--- src/logic/mci_pkg.sv ---
`default_nettype none

package mci_pkg;

    //////////////////////////////
    // Widths with a meaning
    //////////////////////////////

    // Byte address of a request
    typedef logic [23:0] addr_t;
    // Read and write data word
    typedef logic [31:0] data_t;
    // Request user field, also the strap format
    typedef logic [7:0] user_t;

    // Bytes per KB
    localparam int kb = 1024;

    //////////////////////////////
    // Address map
    //////////////////////////////

    // Register block, 4 KB
    localparam addr_t csr_start = 24'h00_0000;
    localparam addr_t csr_end = 24'h00_0FFF;

    // Trace buffer
    localparam addr_t trace_start = 24'h01_0000;
    localparam addr_t trace_end = 24'h01_00FF;

    // Mailboxes, one window each
    localparam addr_t mbox0_start = 24'h40_0000;
    localparam addr_t mbox0_end = 24'h40_00FF;
    localparam addr_t mbox1_start = 24'h80_0000;
    localparam addr_t mbox1_end = 24'h80_00FF;

    // Local SRAM, sized in KB
    localparam int sram_size_kb = 4;
    localparam addr_t sram_start = 24'hC0_0000;
    localparam addr_t sram_end = addr_t'(sram_start + sram_size_kb * kb - 1);

    //////////////////////////////
    // Target sizes and offsets
    //////////////////////////////

    localparam int trace_depth = 16;
    localparam int mbox_words = 16;
    localparam int sram_words = sram_size_kb * kb / 4;

    // Index widths follow the sizes
    typedef logic [$clog2(trace_depth)-1:0] trace_ptr_t;
    typedef logic [$clog2(mbox_words)-1:0] mbox_idx_t;
    typedef logic [$clog2(sram_words)-1:0] sram_idx_t;

    // Register block offsets
    localparam logic [11:0] csr_id_off = 12'h000;
    localparam logic [11:0] csr_scratch_off = 12'h004;
    localparam logic [11:0] csr_config_off = 12'h008;

    // Offsets inside trace and mailbox windows
    localparam logic [7:0] trace_ptr_off = 8'h00;
    localparam logic [7:0] mbox_lock_off = 8'h00;
    localparam logic [7:0] mbox_release_off = 8'h04;
    // First array word in both
    localparam logic [7:0] entry_base = 8'h40;

    // "MCI1" in ASCII
    localparam data_t mci_id_value = 32'h4D43_4931;

    // SRAM read sequencing
    typedef enum logic {
        sram_idle,
        sram_read_wait
    } sram_state_e;

endpackage

`default_nettype wire

--- src/logic/mci_trace_buffer.sv ---
`timescale 1ns/1ps
`default_nettype none

module mci_trace_buffer (
    input logic clk,
    input logic reset,
    input logic trace_valid,
    input mci_pkg::data_t trace_data,
    input logic trace_dv,
    input mci_pkg::addr_t req_addr,
    input logic req_write,
    output mci_pkg::data_t trace_rdata,
    output logic trace_hold,
    output logic trace_error
);

    // Circular capture store
    mci_pkg::data_t entries [mci_pkg::trace_depth];
    mci_pkg::trace_ptr_t wr_ptr;
    logic [7:0] offset;
    logic entry_sel;

    assign offset = req_addr[7:0];
    // Entry i sits at entry_base + 4*i
    assign entry_sel = (offset >= mci_pkg::entry_base) &&
                       (offset < mci_pkg::entry_base + 4 * mci_pkg::trace_depth);

    // Capture side, one word per valid cycle
    always_ff @(posedge clk) begin
        if (reset) begin
            wr_ptr <= '0;
        end else if (trace_valid) begin
            // Wrap after the last entry
            wr_ptr <= (wr_ptr == mci_pkg::trace_ptr_t'(mci_pkg::trace_depth - 1)) ?
                      '0 : wr_ptr + 1'b1;
        end
    end

    always_ff @(posedge clk) begin
        if (trace_valid) begin
            entries[wr_ptr] <= trace_data;
        end
    end

    // Master side is read-only, no stall
    assign trace_hold = 1'b0;
    assign trace_error = trace_dv & req_write;

    // Pointer at offset 0, entries above
    always_comb begin
        trace_rdata = '0;
        if (offset == mci_pkg::trace_ptr_off) begin
            trace_rdata = mci_pkg::data_t'(wr_ptr);
        end else if (entry_sel) begin
            trace_rdata = entries[offset[2 +: $bits(mci_pkg::trace_ptr_t)]];
        end
    end

endmodule

`default_nettype wire

--- config.mk ---
export PLATFORM = sky130hd
export DESIGN_NAME = mci_trace_buffer
export DESIGN_NICKNAME = d
export VERILOG_FILES = /design/src/logic/mci_pkg.sv /design/src/logic/mci_trace_buffer.sv
export SDC_FILE = /design/constraint.sdc
export NUM_CORES = 1
export LEC_CHECK = 0
export BUFFER_PORTS_ARGS = -buffer_cell sky130_fd_sc_hd__buf_4
export CORE_ASPECT_RATIO = 0.6
export CORE_MARGIN = 4
export CORE_UTILIZATION = 35
export CTS_CLUSTER_SIZE = 40
export DETAILED_ROUTE_END_ITERATION = 8
export GPL_TIMING_DRIVEN = 0
export SETUP_SLACK_MARGIN = 0.02
export SYNTH_ARGS = -nofsm -noshare
export SYNTH_HDL_FRONTEND = slang
export SYNTH_SLANG_ARGS = --single-unit
--- constraint.sdc ---
create_clock -name clk -period 3.3 [get_ports clk]
set_input_delay 0.825 -clock clk [delete_from_list [all_inputs] [get_ports clk]]
set_output_delay 0.825 -clock clk [all_outputs]
set_load 0.02 [all_outputs]
==> insert_results.sql <==
INSERT INTO impl_metrics (metric_group, metric, value, unit) VALUES
('critical_path', 'crit_slowest_cell', 'sky130_fd_sc_hd__buf_2', ''),
('critical_path', 'crit_path_cell_trace', 'buf_4, buf_2, buf_2, mux2i_1, nor2_1, a211o_1, buf_4', ''),
('critical_path', 'cp_data_required_time', '2.47', 'ns'),
('power_and_ir_drop', 'vdd_ir_drop_max', '315.7', 'uV'),
('timing', 'worstMarginPinSlew', '0.8050', 'ns'),
('drt', 'post_drt_wl_per_cell', '27.45', 'um'),
('power_and_ir_drop', 'share_of_power_burned_in_combinational_logic', '0.061', ''),
('timing', 'slew_headroom', '0.4633', ''),
('drt', 'wirelength', '49220', 'um'),
('global_route', 'globalRouteOverflowTotal', '0', ''),
('die', 'design.portCount', '95', ''),
('critical_path', 'arrival', '2.45', 'ns'),
('die', 'die_w', '315.5', 'um'),
('die', 'starting_utilization_of_the_core_area', '0.3547', ''),
('drt', 'first_drt_iteration_drcs', '1228', ''),
('finish', 'final-seq-area', '15450', 'um2'),
('die', 'chipHeight', '192.5', 'um'),
('finish', 'finish.instance_area', '23610', 'um2'),
('cts', 'clk-insertion-delay-late', '0.57', 'ns'),
('job', 'maxcap_violations', '0', ''),
('critical_path', 'startpoint_type', 'input pin', ''),
('timing', 'share_of_the_clock_period_used_by_the_worst_path_after_layout', '0.9938', ''),
('synthesis', 'netlist_instances', '868', ''),
('finish', 'antenna-diode-count', '0', ''),
('run_status', 'status', 'finished, final reports clean', ''),
('critical_path', 'path_depth', '7', ''),
('cts', 'cts_hold_buffers', '0', ''),
('placement', 'finalWeightedCongestion', '0.7330', ''),
('finish', 'post-route-util', '0.4216', ''),
('global_route', 'track_usage', '0.1626', ''),
('cts', 'path_clk_slew', '0.07', 'ns'),
('synthesis', 'yosysSeqAreaShare', '0.7781', ''),
('synthesis', 'netlist-cell-type-count', '32', ''),
('synthesis', 'synthFlopType', 'sky130_fd_sc_hd__edfxtp_1', ''),
('synthesis', 'yosys-top-cells-area', 'sky130_fd_sc_hd__edfxtp_1, sky130_fd_sc_hd__mux4_2, sky130_fd_sc_hd__mux2i_1', ''),
('synthesis', 'post_synth_fa_ha_maj_area_fraction', '0.002520', ''),
('timing', 'achievable-frequency', '304.9', 'MHz'),
('timing', 'final.min_clock_period', '3.279', 'ns'),
('power_and_ir_drop', 'cell_internal_power', '0.01053', 'W'),
('critical_path', 'r2r.worst_path.cells', '5', ''),
('timing', 'total_negative_setup_slack', '0', 'ns'),
('cts', 'cts_tree', 'built', ''),
('synthesis', 'post-synth-top-area-cell', 'sky130_fd_sc_hd__edfxtp_1', ''),
('synthesis', 'dominant_combinational_cell_family_by_area_after_synthesis', 'multiplexers', ''),
('finish', 'area.growth.synth_to_final', '18.88', '%'),
('timing', 'fin_skew', '0.03034', 'ns'),
('cts', 'htree_levels', '2', ''),
('cts', 'post_cts_setup_inserts', '0', ''),
('cts', 'cts.sink_count', '516', ''),
('global_route', 'grt_max_degree', '24', ''),
('drt', 'routed_via_density', '5.330', ''),
('finish', 'n_fill_cell', '4871', ''),
('cts', 'cts_inserted_buffers', '43', ''),
('synthesis', 'synth.most_common_cell', 'sky130_fd_sc_hd__edfxtp_1', ''),
('synthesis', 'synthDominantCellAreaShare', '0.7741', ''),
('critical_path', 'worst-path-max-fanout', '10', ''),
('drt', 'final_antenna_net_count', '0', ''),
('critical_path', 'timing.critical_path.buf_inv', '4', ''),
('synthesis', 'synth-xor-area-share', '0.0004410', ''),
('die', 'num_rows', '67', ''),
('power_and_ir_drop', 'cell_leakage_power', '7.604', 'nW'),
('timing', 'hold_viol', '0', ''),
('synthesis', 'yosys_register_bits', '516', ''),
('power_and_ir_drop', 'pwr_density_cell', '565.7', 'nW/um2'),
('drt', 'first_pass_iters', '5', ''),
('cts', 'cts-root-buf', 'sky130_fd_sc_hd__clkbuf_16', ''),
('synthesis', 'synthSimpleGateAreaFrac', '0.01732', ''),
('global_route', 'grt_first_pass_wirelength', '70600', 'um'),
('critical_path', 'cp_slowest_stage_delay', '0.45', 'ns'),
('synthesis', 'synth-edff-count', '512', ''),
('placement', 'port-buffer-count', '73', '');
==> placed cells by master, fill, tap and decap left out, types with 4 or more instances in the layout <==
cell                        count
sky130_fd_sc_hd__mux2i_4        4
sky130_fd_sc_hd__clkbuf_16     45
sky130_fd_sc_hd__buf_2          4
sky130_fd_sc_hd__clkbuf_4       4
sky130_fd_sc_hd__a211oi_1       5
sky130_fd_sc_hd__buf_4         83
sky130_fd_sc_hd__o22ai_2        9
sky130_fd_sc_hd__and2_2        16
sky130_fd_sc_hd__mux2i_1       48
sky130_fd_sc_hd__nor2b_1        9
sky130_fd_sc_hd__dfxtp_1        4
sky130_fd_sc_hd__bufinv_16      6
sky130_fd_sc_hd__nor4_1         4
sky130_fd_sc_hd__clkbuf_1       7
sky130_fd_sc_hd__ha_1           4
sky130_fd_sc_hd__edfxtp_1     512
sky130_fd_sc_hd__a211o_1        4
sky130_fd_sc_hd__clkinv_2       6
sky130_fd_sc_hd__mux2i_2        7
sky130_fd_sc_hd__o22ai_1       21
sky130_fd_sc_hd__nand2_1        6
sky130_fd_sc_hd__nor2_1        10
sky130_fd_sc_hd__clkinv_1      10
sky130_fd_sc_hd__buf_6         13
sky130_fd_sc_hd__buf_16         7
sky130_fd_sc_hd__mux2_2         8
sky130_fd_sc_hd__buf_12        19
sky130_fd_sc_hd__mux4_2       120
==> cells by family (layout without fill, tap and decap cells) <==
kind of cell	Yosys count	in the layout
mux	187	187
buf+inv	49	215
compound gates	48	48
other cells	1	1
flops	516	516
xor+xnor	1	1
simple gates	62	62
fa+ha+maj	4	4
==> flip-flops by register name, summed over array words and instances (netlist names) <==
signal / flops
wr_ptr: 4
entries: 512
==> layout make-up <==
class / count / area share
flip-flops and latches: 516 / 0.6545
multi-input cells: 303 / 0.1827
clock buffers: 49 / 0.04743
well taps: 759 / 0.04022
repair buffers: 91 / 0.03932
plain buffers: 46 / 0.02300
clock inverters: 27 / 0.01251
inverters: 2 / 0.0003179
==> path summary, 6_finish.rpt <==
check,slack [ns],to,from
max,0.02,trace_rdata[0],req_addr[4]
min,0.43,wr_ptr[0],reset
max reg2reg,1.15,entries[5][20],wr_ptr[2]
min reg2reg,0.59,wr_ptr[0],wr_ptr[0]
==> layer usage <==
metal  part of all wire  global-route usage  vias to the layer above
li1                   -                   -                     3953
met5                  0                   0                        -
met4              0.013             0.02995                        0
met3              0.083             0.03241                       57
met2               0.44              0.2382                      441
met1               0.46              0.2538                     5106
==> power by group through the flow <==
stage	registers (W)	logic, W	clock network (W)
after detailed placement	0.00743	0.000751	0
after global routing	0.00728	0.000871	0.00566
final	0.00728	0.000817	0.00526
after CTS	0.00728	0.000795	0.00535
after floorplan	0.00743	0.000408	0
after global placement	0.00743	0.000724	0
==> metrics by stage <==
stage	total power, W	instances	hold slack, ns	worst slack (ns)
2_1_floorplan	0.007834	868	0.5148	0.3365
3_3_place_gp	0.008152	1700	0.5552	-0.8336
3_5_place_dp	0.008176	1716	0.5695	-0.8313
4_1_cts	0.01343	1792	0.4112	0.02157
5_1_grt	0.01381	1793	0.4094	-0.03580
6_report	0.01336	1793	0.4322	0.02055
==> repair_timing <==
| action | in CTS | in global routing |
|---|---|---|
| gates cloned | 1 | 1 |
| pin swaps | 0 | 4 |
| gates resized for setup | 86 | 31 |
| setup endpoints to repair | 32 | 17 |
| hold endpoints to repair | 0 | 0 |
(Power assumes the default switching activity.)
