[config.mk]
export PLATFORM = sky130hd
export DESIGN_NAME = mci_sub_decode
export DESIGN_NICKNAME = d
export VERILOG_FILES = /design/src/logic/mci_pkg.sv /design/src/logic/mci_sub_decode.sv
export SDC_FILE = /design/constraint.sdc
export NUM_CORES = 1
export LEC_CHECK = 0
export BUFFER_PORTS_ARGS = -buffer_cell sky130_fd_sc_hd__buf_2
export CORE_AREA = 2 2 122 124
export DETAILED_ROUTE_END_ITERATION = 6
export DIE_AREA = 0 0 124 126
export SLEW_MARGIN = 10
export SYNTH_ARGS = -nofsm -noshare
export SYNTH_HDL_FRONTEND = slang
export SYNTH_SLANG_ARGS = --single-unit
export TNS_END_PERCENT = 10
[constraint.sdc]
create_clock -name vclk -period 3.1
set_input_delay 0.775 -clock vclk [all_inputs]
set_output_delay 0.775 -clock vclk [all_outputs]
set_load 0.05 [all_outputs]
[src/logic/mci_pkg.sv]
`default_nettype none

package mci_pkg;

    //////////////////////////////
    // Widths with a meaning
    //////////////////////////////

    // Byte address of a request
    typedef logic [23:0] addr_t;
    // Read and write data word
    typedef logic [31:0] data_t;
    // Request user field, also the strap format
    typedef logic [7:0] user_t;

    // Bytes per KB
    localparam int kb = 1024;

    //////////////////////////////
    // Address map
    //////////////////////////////

    // Register block, 4 KB
    localparam addr_t csr_start = 24'h00_0000;
    localparam addr_t csr_end = 24'h00_0FFF;

    // Trace buffer
    localparam addr_t trace_start = 24'h01_0000;
    localparam addr_t trace_end = 24'h01_00FF;

    // Mailboxes, one window each
    localparam addr_t mbox0_start = 24'h40_0000;
    localparam addr_t mbox0_end = 24'h40_00FF;
    localparam addr_t mbox1_start = 24'h80_0000;
    localparam addr_t mbox1_end = 24'h80_00FF;

    // Local SRAM, sized in KB
    localparam int sram_size_kb = 4;
    localparam addr_t sram_start = 24'hC0_0000;
    localparam addr_t sram_end = addr_t'(sram_start + sram_size_kb * kb - 1);

    //////////////////////////////
    // Target sizes and offsets
    //////////////////////////////

    localparam int trace_depth = 16;
    localparam int mbox_words = 16;
    localparam int sram_words = sram_size_kb * kb / 4;

    // Index widths follow the sizes
    typedef logic [$clog2(trace_depth)-1:0] trace_ptr_t;
    typedef logic [$clog2(mbox_words)-1:0] mbox_idx_t;
    typedef logic [$clog2(sram_words)-1:0] sram_idx_t;

    // Register block offsets
    localparam logic [11:0] csr_id_off = 12'h000;
    localparam logic [11:0] csr_scratch_off = 12'h004;
    localparam logic [11:0] csr_config_off = 12'h008;

    // Offsets inside trace and mailbox windows
    localparam logic [7:0] trace_ptr_off = 8'h00;
    localparam logic [7:0] mbox_lock_off = 8'h00;
    localparam logic [7:0] mbox_release_off = 8'h04;
    // First array word in both
    localparam logic [7:0] entry_base = 8'h40;

    // "MCI1" in ASCII
    localparam data_t mci_id_value = 32'h4D43_4931;

    // SRAM read sequencing
    typedef enum logic {
        sram_idle,
        sram_read_wait
    } sram_state_e;

endpackage

`default_nettype wire

[src/logic/mci_sub_decode.sv]
`timescale 1ns/1ps
`default_nettype none

module mci_sub_decode (
    input logic clk,
    input logic reset,

    // Request from the system master
    input logic req_dv,
    input mci_pkg::addr_t req_addr,
    input mci_pkg::user_t req_user,
    input logic req_write,
    input mci_pkg::data_t req_wdata,

    // Privileged user straps
    input mci_pkg::user_t strap_mcu_lsu_user,
    input mci_pkg::user_t strap_mcu_ifu_user,
    input mci_pkg::user_t strap_sram_config_user,
    input mci_pkg::user_t strap_soc_config_user,

    // Target responses
    input mci_pkg::data_t csr_rdata,
    input logic csr_hold,
    input logic csr_error,
    input mci_pkg::data_t trace_rdata,
    input logic trace_hold,
    input logic trace_error,
    input mci_pkg::data_t mbox0_rdata,
    input logic mbox0_hold,
    input logic mbox0_error,
    input mci_pkg::data_t mbox1_rdata,
    input logic mbox1_hold,
    input logic mbox1_error,
    input mci_pkg::data_t sram_rdata,
    input logic sram_hold,
    input logic sram_error,

    // Per-target strobes
    output logic csr_dv,
    output logic trace_dv,
    output logic mbox0_dv,
    output logic mbox1_dv,
    output logic sram_dv,

    // Response to the master
    output mci_pkg::data_t resp_rdata,
    output logic resp_hold,
    output logic resp_error,

    // Privilege strobes
    output logic mcu_lsu_req,
    output logic mcu_ifu_req,
    output logic mcu_priv,
    output logic soc_config_priv,
    output logic sram_config_priv
);

    // Config strap special cases
    logic soc_config_disable;
    logic soc_config_force;
    logic soc_config_match;

    //////////////////////////////
    // Window decode
    //////////////////////////////

    always_comb begin
        csr_dv = req_dv & (req_addr inside {[mci_pkg::csr_start : mci_pkg::csr_end]});
        trace_dv = req_dv & (req_addr inside {[mci_pkg::trace_start : mci_pkg::trace_end]});
        mbox0_dv = req_dv & (req_addr inside {[mci_pkg::mbox0_start : mci_pkg::mbox0_end]});
        mbox1_dv = req_dv & (req_addr inside {[mci_pkg::mbox1_start : mci_pkg::mbox1_end]});
        sram_dv = req_dv & (req_addr inside {[mci_pkg::sram_start : mci_pkg::sram_end]});
    end

    //////////////////////////////
    // Response mux
    //////////////////////////////

    // A miss falls through to zero data
    assign resp_rdata = sram_dv  ? sram_rdata  :
                        trace_dv ? trace_rdata :
                        csr_dv   ? csr_rdata   :
                        mbox0_dv ? mbox0_rdata :
                        mbox1_dv ? mbox1_rdata :
                        '0;

    // Only the selected target may stall
    assign resp_hold = (csr_dv & csr_hold) | (trace_dv & trace_hold) |
                       (mbox0_dv & mbox0_hold) | (mbox1_dv & mbox1_hold) |
                       (sram_dv & sram_hold);

    // No error on a miss, the system keeps running
    assign resp_error = (csr_dv & csr_error) | (trace_dv & trace_error) |
                        (mbox0_dv & mbox0_error) | (mbox1_dv & mbox1_error) |
                        (sram_dv & sram_error);

    //////////////////////////////
    // Privileged users
    //////////////////////////////

    // All zeros turns config privilege off
    assign soc_config_disable = ~|strap_soc_config_user;
    // All ones grants it to everyone
    assign soc_config_force = &strap_soc_config_user;
    assign soc_config_match = (req_user == strap_soc_config_user);

    assign soc_config_priv = req_dv &
                             ((soc_config_match & ~soc_config_disable) | soc_config_force);

    // Exact user match against each strap
    assign mcu_lsu_req = req_dv & (req_user == strap_mcu_lsu_user);
    assign mcu_ifu_req = req_dv & (req_user == strap_mcu_ifu_user);
    assign mcu_priv = mcu_lsu_req | mcu_ifu_req;
    assign sram_config_priv = req_dv & (req_user == strap_sram_config_user);

    //////////////////////////////
    // Checks
    //////////////////////////////

    // One target per request at most
    a_dv_onehot: assert property (@(posedge clk) disable iff (reset)
        $onehot0({csr_dv, trace_dv, mbox0_dv, mbox1_dv, sram_dv}));

    // Stall only against a live request
    a_hold_req: assert property (@(posedge clk) disable iff (reset)
        resp_hold |-> req_dv);

    // Master freezes the request across a stall
    a_hold_frozen: assert property (@(posedge clk) disable iff (reset)
        resp_hold |=> req_dv && $stable({req_addr, req_user, req_write, req_wdata}));

    // Windows ascend without overlap
    initial begin
        a_map_order: assert (mci_pkg::csr_end < mci_pkg::trace_start &&
                             mci_pkg::trace_end < mci_pkg::mbox0_start &&
                             mci_pkg::mbox0_end < mci_pkg::mbox1_start &&
                             mci_pkg::mbox1_end < mci_pkg::sram_start)
            else $error("address windows overlap");
    end

endmodule

`default_nettype wire

==> results.py <==
metrics = {
    "timing": {
        "rsz0062_at_grt": "true",
        "whs_ns": 1.90,
        "finalWorstSetupSlack_ns": -0.141,
        "worst_pin_slew_ns": 0.341,
        "final_hold_viol_count": 0,
        "drv_slew": 0,
        "maxSlewHeadroom": 0.767,
        "period_share": 1.05,
        "setup_violations": 33,
        "timing.final.crit_period_ns": 3.24,
        "max_freq_mhz": 309,
    },
    "synthesis": {
        "ys_types": 29,
        "avgSynthCellArea_um2": 5.53,
        "syn_area_um2": 2290,
        "yosys-top-cells-count": "a21oi_1, nand2_1, nor4_1",
        "syn_nets": 684,
        "yosysSeqAreaShare": 0,
        "syn_inst": 414,
        "synth_top_area_frac": 0.212,
        "synth_warnings": 0,
        "synth_largest_area_cell": "a21oi_1",
        "yosysMostFrequentCell": "a21oi_1",
        "ys_top_cells_by_area": "a21oi_1, nor4_1, o21a_1",
    },
    "setup_path": {
        "critPathCaptureType": "output pin",
        "crit_fanout": 15,
        "cp-start-kind": "primary input",
        "cp.arrival_ns": 2.47,
        "crit_slowest_cell": "nor4_4",
        "cp.depth": 10,
        "worstPathRequired_ns": 2.32,
        "cp_num_buf_inv": 5,
        "crit_chain": "buf_6 > nor4_4 > buf_4 > nand3_4 > buf_12 > nor4_1 > o22ai_1 > buf_4 > a21oi_2 > buf_6",
        "critPathMaxStageDelay_ns": 0.31,
        "path_class": "in2out",
        "cp_top_family": "buffers and inverters",
    },
    "power": {
        "p_leak_nw": 2.28,
        "power.density_nw_per_um2": 56.9,
        "total_power_mw": 0.288,
        "peakVddDrop_uv": 30.2,
    },
    "die": {
        "die-width_um": 124,
        "die_area_um2": 15600,
        "start_util": 0.160,
        "die_height_um": 126,
        "rows": 44,
        "coreArea_um2": 14300,
        "io_pins": 314,
    },
    "global_routing": {
        "grt_pass1_vias": 4072,
        "grt-ovfl-total": 0,
        "grt_max_degree": 43,
        "track_usage": 0.174,
        "grt_pass1_wl_um": 21300,
        "antenna_found_initial": 2,
    },
    "cells_and_area": {
        "seq_cell_count": 0,
        "fin_area_um2": 5060,
        "fin_cells": 894,
        "drive_gt1_frac": 0.587,
        "fillers": 1577,
        "area_growth_pct": 121,
        "register_area_um2": 0,
        "nets": 981,
        "clock_buffers": 0,
    },
    "min_path": {
        "holdPathEnd": "resp_hold",
        "hold_path_depth": 4,
        "hp-class": "in2out",
        "hp-start": "sram_hold",
    },
    "drt": {
        "via_count": 4239,
        "routed_wl_um": 15000,
        "drc_errors": 0,
        "wl_per_cell_um": 16.8,
        "drtIter0Drc": 190,
        "dr.pass1.iters": 4,
        "via_per_inst": 4.74,
        "ant_nets": 0,
    },
    "placement": {
        "io_buffer_count": 271,
        "place_hpwl_um": 11000,
        "place.gp.congestion": 0.780,
        "place_inst": 880,
        "dpl_cell_area_um2": 4400,
        "dp_slack_ns": -0.285,
    },
    "run_status": {
        "outcome": "complete, but fails checks",
        "violations": "negative setup slack",
    },
    "run": {
        "maxCapViolCount": 0,
    },
    "cts": {
        "hold_buffers": 0,
    },
}
-- metal layers --
layer,global-route usage,up-vias,share of wire
li1,-,2089,-
met1,0.207,1940,0.40
met2,0.335,196,0.52
met3,0.0217,12,0.069
met4,0.0185,2,0.0087
met5,0,-,0.00086
-- area by class of cell --
type | instances | area (um2) | area share
Timing Repair Buffer | 335 | 2270 | 0.449
Multi-Input combinational cell | 339 | 2420 | 0.478
Tap cell | 184 | 230 | 0.0455
Inverter | 35 | 139 | 0.0274
Antenna cell | 1 | 2.50 | 0.000494
-- cell families after synthesis --
logic type,share of synthesized area
compound gates,0.428
xor+xnor,0.119
buf+inv,0.136
simple gates,0.318
-- cell usage in the layout, fill, tap and decap left out, types with 2 or more instances in the layout --
cell,n
a21oi_4,4
inv_1,34
buf_2,231
and3_1,3
xor2_1,20
xnor2_1,11
nand2_1,38
nor3_1,2
o22ai_1,27
nor4_2,16
nor3_4,2
nand3_1,4
nor2_1,35
buf_12,12
nand4_1,5
o22ai_2,5
a21oi_2,38
o21a_1,32
a21oi_1,55
nor4_1,20
nand3_4,3
nor4_4,5
a32oi_1,2
clkbuf_4,2
buf_4,49
buf_6,38
-- metrics by stage --
stage / TNS (ns) / utilization
final: -2.89 / 0.354
after CTS: -4.05 / 0.337
after global placement: -6.47 / 0.307
after floorplan: -4.47 / -
after detailed placement: -6.52 / 0.307
after global routing: -6.33 / 0.354
-- worst max path at each step --
stage / slack, ns / start / to
after CTS: -0.18 / req_addr[13] / resp_rdata[20]
after global placement: -0.27 / req_addr[15] / resp_rdata[2]
final: -0.14 / req_addr[15] / resp_rdata[20]
after global routing: -0.25 / req_addr[15] / resp_rdata[9]
after detailed placement: -0.28 / req_addr[15] / resp_rdata[0]
after floorplan: -0.30 / req_addr[17] / resp_rdata[21]
-- worst min-delay path, delay by kind of cell --
family	cells	cell delay [ns]
buffers and inverters	2	0.20
and+or+nand+nor	2	0.14
-- timing repair --
| item | in CTS | in global routing |
|---|---|---|
| cloned | 1 | 2 |
| pin swaps | 22 | 14 |
| endpoints found under the setup margin | 34 | 38 |
| resized for setup | 91 | 39 |
| hold endpoints to repair | 0 | 0 |
| buffers inserted | 6 | 4 |
-- power breakdown --
part,switching [mW],internal (mW),total (mW)
Combinational,0.130,0.158,0.288
Clock,0,0.0000000431,0.0000000431
Sequential,0,0,0
Total,0.130,0.158,0.288
(Power assumes the default switching activity.)
