File: src/logic/mci_pkg.sv
`default_nettype none

package mci_pkg;

    //////////////////////////////
    // Widths with a meaning
    //////////////////////////////

    // Byte address of a request
    typedef logic [23:0] addr_t;
    // Read and write data word
    typedef logic [31:0] data_t;
    // Request user field, also the strap format
    typedef logic [7:0] user_t;

    // Bytes per KB
    localparam int kb = 1024;

    //////////////////////////////
    // Address map
    //////////////////////////////

    // Register block, 4 KB
    localparam addr_t csr_start = 24'h00_0000;
    localparam addr_t csr_end = 24'h00_0FFF;

    // Trace buffer
    localparam addr_t trace_start = 24'h01_0000;
    localparam addr_t trace_end = 24'h01_00FF;

    // Mailboxes, one window each
    localparam addr_t mbox0_start = 24'h40_0000;
    localparam addr_t mbox0_end = 24'h40_00FF;
    localparam addr_t mbox1_start = 24'h80_0000;
    localparam addr_t mbox1_end = 24'h80_00FF;

    // Local SRAM, sized in KB
    localparam int sram_size_kb = 4;
    localparam addr_t sram_start = 24'hC0_0000;
    localparam addr_t sram_end = addr_t'(sram_start + sram_size_kb * kb - 1);

    //////////////////////////////
    // Target sizes and offsets
    //////////////////////////////

    localparam int trace_depth = 16;
    localparam int mbox_words = 16;
    localparam int sram_words = sram_size_kb * kb / 4;

    // Index widths follow the sizes
    typedef logic [$clog2(trace_depth)-1:0] trace_ptr_t;
    typedef logic [$clog2(mbox_words)-1:0] mbox_idx_t;
    typedef logic [$clog2(sram_words)-1:0] sram_idx_t;

    // Register block offsets
    localparam logic [11:0] csr_id_off = 12'h000;
    localparam logic [11:0] csr_scratch_off = 12'h004;
    localparam logic [11:0] csr_config_off = 12'h008;

    // Offsets inside trace and mailbox windows
    localparam logic [7:0] trace_ptr_off = 8'h00;
    localparam logic [7:0] mbox_lock_off = 8'h00;
    localparam logic [7:0] mbox_release_off = 8'h04;
    // First array word in both
    localparam logic [7:0] entry_base = 8'h40;

    // "MCI1" in ASCII
    localparam data_t mci_id_value = 32'h4D43_4931;

    // SRAM read sequencing
    typedef enum logic {
        sram_idle,
        sram_read_wait
    } sram_state_e;

endpackage

`default_nettype wire

File: src/logic/mci_csr_block.sv
`timescale 1ns/1ps
`default_nettype none

module mci_csr_block (
    input logic clk,
    input logic reset,
    input logic csr_dv,
    input mci_pkg::addr_t req_addr,
    input logic req_write,
    input mci_pkg::data_t req_wdata,
    input logic soc_config_priv,
    output mci_pkg::data_t csr_rdata,
    output logic csr_hold,
    output logic csr_error,
    output mci_pkg::data_t soc_config
);

    // Offset inside the 4 KB window
    logic [11:0] offset;
    logic id_sel;
    logic scratch_sel;
    logic config_sel;
    // Write accepted by the block this cycle
    logic wr_en;
    mci_pkg::data_t scratch;

    assign offset = req_addr[11:0];
    assign id_sel = (offset == mci_pkg::csr_id_off);
    assign scratch_sel = (offset == mci_pkg::csr_scratch_off);
    assign config_sel = (offset == mci_pkg::csr_config_off);
    assign wr_en = csr_dv & req_write;

    // Zero wait states
    assign csr_hold = 1'b0;

    // ID is read-only and config needs the privileged user
    assign csr_error = wr_en & (id_sel | (config_sel & ~soc_config_priv));

    //////////////////////////////
    // Registers
    //////////////////////////////

    always_ff @(posedge clk) begin
        if (reset) begin
            scratch <= '0;
            soc_config <= '0;
        end else begin
            // Scratch is open to any user
            if (wr_en && scratch_sel) begin
                scratch <= req_wdata;
            end
            // Refused config writes leave the value alone
            if (wr_en && config_sel && soc_config_priv) begin
                soc_config <= req_wdata;
            end
        end
    end

    // Read mux with zero for unknown offsets
    always_comb begin
        case (offset)
            mci_pkg::csr_id_off: csr_rdata = mci_pkg::mci_id_value;
            mci_pkg::csr_scratch_off: csr_rdata = scratch;
            mci_pkg::csr_config_off: csr_rdata = soc_config;
            default: csr_rdata = '0;
        endcase
    end

    //////////////////////////////
    // Checks
    //////////////////////////////

    // Never stalls the master
    a_no_hold: assert property (@(posedge clk) disable iff (reset)
        csr_dv |-> !csr_hold);

endmodule

`default_nettype wire

File: config.mk
export PLATFORM = sky130hd
export DESIGN_NAME = mci_csr_block
export DESIGN_NICKNAME = d
export VERILOG_FILES = /design/src/logic/mci_pkg.sv /design/src/logic/mci_csr_block.sv
export SDC_FILE = /design/constraint.sdc
export NUM_CORES = 1
export LEC_CHECK = 0
export ABC_AREA = 1
export BUFFER_PORTS_ARGS = -buffer_cell sky130_fd_sc_hd__buf_2
export CORE_ASPECT_RATIO = 1.75
export CORE_MARGIN = 1.5
export CORE_UTILIZATION = 33
export DETAILED_ROUTE_END_ITERATION = 10
export GPL_ROUTABILITY_DRIVEN = 0
export PLACE_DENSITY_LB_ADDON = 0.1
export SKIP_LAST_GASP = 1
export SLEW_MARGIN = 15
export SYNTH_ARGS = -nofsm -noshare
export SYNTH_HDL_FRONTEND = slang
export SYNTH_SLANG_ARGS = --single-unit
File: constraint.sdc
create_clock -name clk -period 1.5 [get_ports clk]
set_input_delay 0.3 -clock clk [delete_from_list [all_inputs] [get_ports clk]]
set_output_delay 0.3 -clock clk [all_outputs]
set_load 0.05 [all_outputs]
==> metrics.md, run 1 <==
| Metric | Value |
|---|---|
| CP peak stage delay | 0.19 ns |
| Commonest non-fill, non-tap cell in the layout | inv_1 |
| Fin crit share | 1.17 |
| GRT Util Overall | 0.209 |
| Routed Antenna Nets | 0 |
| Cts hold-fix bufs | 0 |
| 1st-iter DRT viols | 171 |
| Max-cap violations | 0 |
| Area grow syn2layout | 55.0% |
| Sw power | 0.906 mW |
| WL met1 | 4.86 mm |
| Die width | 81.9 um |
| Slowest CP cell | buf_12 |
| VDD IR-drop max | 526 uV |
| Stages on worst setup path | 8 |
| Comb power frac | 0.085 |
| DR WL met3 | 491 um |
| Number of core rows | 50 |
| Initial antenna violation count | 0 |
| Final core occ | 0.524 |
| Core ar. | 0.0106 mm2 |
| Most frequent cells in the layout | inv_1, nand2_1, nor2_1, buf_2 |
| Vias in the first global route | 3692 |
| Setup crit start kind | primary input |
| Clk_lat worst skew | 0.32 ns |
| Top cell family by delay on the critical path | buffers and inverters |
| Most frequent CP cell | nor2_4 |
| Die Y | 141 um |
| Clock transition at path regs | 0.05 ns |
| Synthesized area per cell | 6.05 um2 |
| Syn nets | 655 |
| N_diodes | 0 |
| Port Buf Inserts | 113 |
| Crit path buffers/inverters | 3 |
| Via/cell ratio | 4.57 |
| Seq pwr share | 0.439 |
| H-tree Lvls | 3 |
| Largest net degree at the start of global routing | 65 |
| Total CTS buffers | 9 |
| Worst Setup Slack, final | -0.253 ns |
| Pint | 2.97 mW |
| First-pass GRT wire length | 18.3 mm |
| Vias | 3873 |
| Sw Share | 0.234 |
| Final #Nets | 775 |
| Critical path fanouts, max | 7 |
| Uppermost layer routed | met4 |
| R2R depth | 4 |
| Fin crit period | 1.75 ns |
| Residual DRC count | 0 |
| Unrepaired setup endpoints after global routing | true |
| Slew Limit Fails | 0 |
| Reg2reg end | soc_config[1] |
| Share of layout cells above drive strength 1 | 0.296 |
| Worst-path cell chain | buf_2 -> nor2_4 -> nand2_2 -> nor2_4 -> buf_12 -> nand2_4 -> o22ai_4 -> buf_6 |
| DP Wirelength | 7.76 mm |
| TritonRoute pass-1 iters | 6 |
| Worst Hold Class | in -> reg |
| Failing checks | setup timing |
| Starting Density | 0.338 |
| IO Count | 127 |
| FF+latch count, synth | 64 |
| Achievable clock frequency | 571 MHz |
| LEAKAGE | 2.67 nW |
| WHS | 0.308 ns |
| CP Data Arrival Time | 1.45 ns |
| Mapped Area | 0.00360 mm2 |
| End point of the critical path | csr_rdata[7] |
| Setup violators final | 97 |
| Final hold violation count | 0 |
| Pwr Density | 695 mW/mm2 |
| Clock power frac | 0.476 |
| Run status | finished, violations left |
| R2R Setup Slk | 0.78 ns |
| Final Skew | 0 ns |
| Root Buffer | clkbuf_16 |
| Syn. warnings | 0 |
| Synth unique cells | 19 |
| Sequential fraction of the synthesis area | 0.356 |
| Setup Slack @ Placement | -0.456 ns |
| WS Path Type | in -> out |
| Required time of the worst setup path | 1.20 ns |
| Crit path from | req_addr[4] |
| CTS tree | done |
| GRT Residual Overflow | 0 |
| Die area | 0.0116 mm2 |
| Mapped Cells | 594 |
| Sinks on Clock Net | 64 |
| Kind of end point of the critical path | output pin |
| Wire length on met2 | 6.07 mm |
| Critical R2R Launch | soc_config[1] |
| WL final | 11.6 mm |
| CTS Buffer Depth | 2 |
| Avg WL per Cell | 13.7 um |
-- worst min path at each step --
stage                              from              to  slack (ns)  cells after the start
final                     req_wdata[18]     scratch[18]        0.31                      5
after global routing      req_wdata[18]     scratch[18]        0.33                      5
after CTS                 req_wdata[13]     scratch[13]        0.30                      5
after detailed placement    scratch[27]     scratch[27]        0.50                      4
after global placement      scratch[11]     scratch[11]        0.50                      4
after floorplan                   reset  soc_config[19]        0.48                      3
-- routing by layer --
layer,track usage,vias to the layer above
met5,0,-
met4,0.0660,0
met3,0.0408,15
met2,0.365,103
met1,0.250,1727
li1,-,2028
-- Yosys cell counts, drive strengths merged --
library cell    n  area, um2
inv           167        627
nand3           4       30.0
buf            32        169
nand2         137        517
nor2           86        340
conb            1       3.75
nand4          64        400
clkbuf          6       22.5
a21oi           1       5.00
dfxtp          64       1280
o22ai          32        200
-- worst reg2reg max path, cell delays in order (launching register included) --
cell and delay, ns:
dfxtp_1 0.32, inv_1 0.13, nand2_1 0.07, inv_1 0.06, nor2_1 0.04
-- metrics by stage --
step | setup TNS, ns | area (um2) | total power, mW | instances
after floorplan | -6.96 | 4140 | 1.91 | 594
after global placement | -32.74 | 4940 | 2.04 | 827
after detailed placement | -35.82 | 4940 | 2.04 | 827
after CTS | -10.77 | 5540 | 3.92 | 846
after global routing | -23.27 | 5570 | 4.01 | 847
final | -11.58 | 5570 | 3.87 | 847
-- final cells by class --
cell class / count / area [um2]
Clock buffer: 13 / 250
Clock inverter: 1 / 5.00
Fill cell: 1075 / 5060
Inverter: 167 / 627
Multi-Input combinational cell: 328 / 2100
Sequential cell: 64 / 1280
Tap cell: 130 / 163
Timing Repair Buffer: 144 / 1140
-- power by group through the flow --
stage	combinational [mW]	clock [mW]	sequential [mW]
after floorplan	0.174	0	1.74
after global routing	0.359	1.95	1.70
final	0.328	1.84	1.70
after detailed placement	0.302	0	1.74
after CTS	0.321	1.90	1.70
after global placement	0.301	0	1.74
-- sequential cells by signal, indices dropped and copies added, names as in the netlist --
register    cells
soc_config     32
scratch        32
-- what timing repair did --
item                       CTS  global route
setup buffers                2             1
setup endpoints to repair   97            97
pin swaps                   10             2
cloned                       3             0
resized for setup           80             5
-- logic make-up (layout without fill, tap and decap cells) --
group | Yosys count | in the layout | share of synthesized area
simple gates | 291 | 294 | 0.358
other cells | 1 | 1 | 0.00104
buf+inv | 205 | 325 | 0.228
flops | 64 | 64 | 0.356
compound gates | 33 | 33 | 0.0571
Note: power is estimated with default switching activity, not from simulation.
==> inputs of run 2 (changes only) <==
--- a/config.mk
+++ b/config.mk
@@ -12,6 +12,7 @@
 export CORE_UTILIZATION = 33
 export DETAILED_ROUTE_END_ITERATION = 10
 export GPL_ROUTABILITY_DRIVEN = 0
+export HOLD_SLACK_MARGIN = 0.03
 export PLACE_DENSITY_LB_ADDON = 0.1
 export SKIP_LAST_GASP = 1
 export SLEW_MARGIN = 15
==> constraint.sdc (replaced) <==
create_clock -name clk -period 1.7 [get_ports clk]
set_input_delay 0.34 -clock clk [delete_from_list [all_inputs] [get_ports clk]]
set_output_delay 0.34 -clock clk [all_outputs]
set_load 0.05 [all_outputs]
==> run 2 against run 1 <==
Compared with the run above: the run still ends with setup timing left; global-route usage about the same; non-clock buffer count increased by 6; count of clock-buffer cells in the layout unchanged; critical endpoint is now csr_rdata[13]; highest routed layer is now met5.
==> metrics.md, run 2 (synthesis results as in run 1) <==
| Metric | Value |
|---|---|
| Slew Limit Fails | 0 (unchanged) |
| Commonest non-fill, non-tap cell in the layout | inv_1 (unchanged) |
| Setup Slack @ Placement | -0.268 ns (was -0.456 ns) |
| Most frequent cells in the layout | inv_1, nand2_1, nor2_1, buf_2 (unchanged) |
| Area grow syn2layout | 56.5% (was 55.0%) |
| CTS Buffer Depth | 2 (unchanged) |
| First-pass GRT wire length | 18.5 mm (was 18.3 mm) |
| Die area | 0.0116 mm2 (unchanged) |
| Kind of end point of the critical path | output pin (unchanged) |
| Slowest CP cell | buf_6 (was buf_12) |
| Setup violators final | 33 (was 97) |
| Final hold violation count | 0 (unchanged) |
| R2R Setup Slk | 0.98 ns (was 0.78 ns) |
| R2R depth | 4 (unchanged) |
| Largest net degree at the start of global routing | 43 (was 65) |
| Worst Hold Class | in -> reg (unchanged) |
| Critical R2R Launch | soc_config[22] (was soc_config[1]) |
| Total CTS buffers | 9 (unchanged) |
| Largest regs | scratch: 32 flops, soc_config: 32 flops (unchanged) |
| N_diodes | 0 (unchanged) |
| VDD IR-drop max | 503 uV (was 526 uV) |
| Hold path endpoint | scratch[12] (was scratch[18]) |
| Non-Filler Cell Area, Final | 0.00563 mm2 (was 0.00557 mm2) |
| Vias | 3937 (was 3873) |
| CTS tree | done (unchanged) |
| Setup crit start kind | primary input (unchanged) |
| Final Skew | 0 ns (unchanged) |
| Fin crit share | 1.09 |
| Clock transition at path regs | 0.05 ns (about the same) |
| Cts hold-fix bufs | 0 (unchanged) |
| WHS Path Cells | 5 (unchanged) |
| TritonRoute pass-1 iters | 4 (was 6) |
| Fin crit period | 1.85 ns |
| Starting Density | 0.338 (unchanged) |
| Via/cell ratio | 4.63 (was 4.57) |
| H-tree Lvls | 3 (unchanged) |
| Reg2reg end | soc_config[22] (was soc_config[1]) |
| Run status | finished, violations left (unchanged) |
| Worst hold start | req_wdata[12] (was req_wdata[18]) |
| Clk_lat worst skew | 0.32 ns (about the same) |
| Share of layout cells above drive strength 1 | 0.299 (was 0.296) |
| Max-cap violations | 0 (unchanged) |
| Initial antenna violation count | 1 (was 0) |
| Sinks on Clock Net | 64 (unchanged) |
| Port Buf Inserts | 113 (unchanged) |
| GRT Util Overall | 0.209 (about the same) |
| CP Data Arrival Time | 1.51 ns (was 1.45 ns) |
| Worst Setup Slack, final | -0.154 ns (was -0.253 ns) |
| Achievable clock frequency | 539 MHz |
| Failing checks | setup timing (unchanged) |
| Non-filler instance count after layout | 850 (was 847) |
| Worst-path cell chain | buf_6 -> nor2_4 -> nand2_2 -> nor2_4 -> buf_12 -> nand2_8 -> clkbuf_16 -> o22ai_4 -> buf_6 (was buf_2 -> nor2_4 -> nand2_2 -> nor2_4 -> buf_12 -> nand2_4 -> o22ai_4 -> buf_6) |
| Core ar. | 0.0106 mm2 (unchanged) |
| Root Buffer | clkbuf_16 (unchanged) |
| Unrepaired setup endpoints after global routing | true (unchanged) |
| LEAKAGE | 2.68 nW (was 2.67 nW) |
| GRT Residual Overflow | 0 (unchanged) |
| 1st-iter DRT viols | 174 (was 171) |
| Routed Antenna Nets | 0 (unchanged) |
| WS Path Type | in -> out (unchanged) |
| DP Wirelength | 7.76 mm (about the same) |
| WL final | 11.5 mm (was 11.6 mm) |
| Avg WL per Cell | 13.5 um (was 13.7 um) |
| CP peak stage delay | 0.18 ns (was 0.19 ns) |
| Vias in the first global route | 3956 (was 3692) |
| Top cell family by delay on the critical path | buffers and inverters (unchanged) |
| Die Y | 141 um (unchanged) |
| Final #Nets | 778 (was 775) |
| Number of core rows | 50 (unchanged) |
| Residual DRC count | 0 (unchanged) |
| Placed Cells | 828 (was 827) |
| Pwr Density | 608 mW/mm2 (was 695 mW/mm2) |
| Crit path buffers/inverters | 4 (was 3) |
| Die width | 81.9 um (unchanged) |
| Placed instance area | 0.00486 mm2 (was 0.00494 mm2) |
| Critical path fanouts, max | 5 (was 7) |
| IO Count | 127 (unchanged) |
| Required time of the worst setup path | 1.36 ns (was 1.20 ns) |
[run 2: changes by cell type in the layout (fill, tap and decap cells not counted), moves of 2 or more]
cell	change
o22ai_4	-3
o22ai_2	+3
nand2_4	-3
clkbuf_16	+2
[run 2: worst max path at each step]
stage                 startpoint  cells past startpoint  slack [ns]             to
finish               req_addr[7]                      9       -0.15  csr_rdata[13]
global route         req_addr[7]                      9       -0.19  csr_rdata[12]
CTS                  req_addr[7]                      9       -0.13   csr_rdata[6]
detailed placement   req_addr[9]                      8       -0.27  csr_rdata[11]
global placement    req_addr[11]                      8       -0.25  csr_rdata[22]
floorplan           req_addr[11]                      5       -0.27  csr_rdata[14]
[run 2: power breakdown]
group / internal [mW] / switching [mW] / total, mW
Combinational: 0.111 / 0.177 / 0.288
Clock: 1.01 / 0.625 / 1.63
Sequential: 1.50 / 0.0000489 / 1.50
[run 2: routing by layer]
| layer | wire (um) | track usage | vias to the layer above | share of wire |
|---|---|---|---|---|
| met5 | 16 | 0 | - | 0.0014 |
| met1 | 4520 | 0.226 | 1768 | 0.39 |
| li1 | - | - | 2034 | - |
| met2 | 6220 | 0.384 | 113 | 0.54 |
| met4 | 229 | 0.0696 | 2 | 0.020 |
| met3 | 507 | 0.0498 | 20 | 0.044 |
[run 2: per-stage QoR]
step / TNS (ns) / util / hold slack [ns] / total power, mW
floorplan: -2.87 / - / 0.487 / 1.68
CTS: -3.44 / 0.515 / 0.339 / 3.47
global route: -5.73 / 0.529 / 0.370 / 3.57
detailed placement: -12.25 / 0.457 / 0.498 / 1.80
global placement: -10.11 / 0.457 / 0.496 / 1.80
finish: -4.18 / 0.529 / 0.348 / 3.42
[run 2: area by class of cell]
| class | count | area [um2] |
|---|---|---|
| fill | 1063 | 5010 |
| multi-input combinational | 325 | 2030 |
| sequential | 64 | 1280 |
| timing repair buffer | 150 | 1270 |
| inverter | 167 | 627 |
| clock buffer | 13 | 250 |
| tap | 130 | 163 |
| clock inverter | 1 | 5.00 |
[run 2: worst min-delay path, stage by stage]
cell and delay, ns:
buf_2 0.07, inv_1 0.04, nand4_1 0.07, nand2_1 0.05, nor2_1 0.07
[run 2: repair_timing]
action,CTS,global route
endpoints found under the setup margin,33,33
gates resized for setup,85,12
buffers inserted,4,1
gates cloned,1,2
pin swaps,7,5
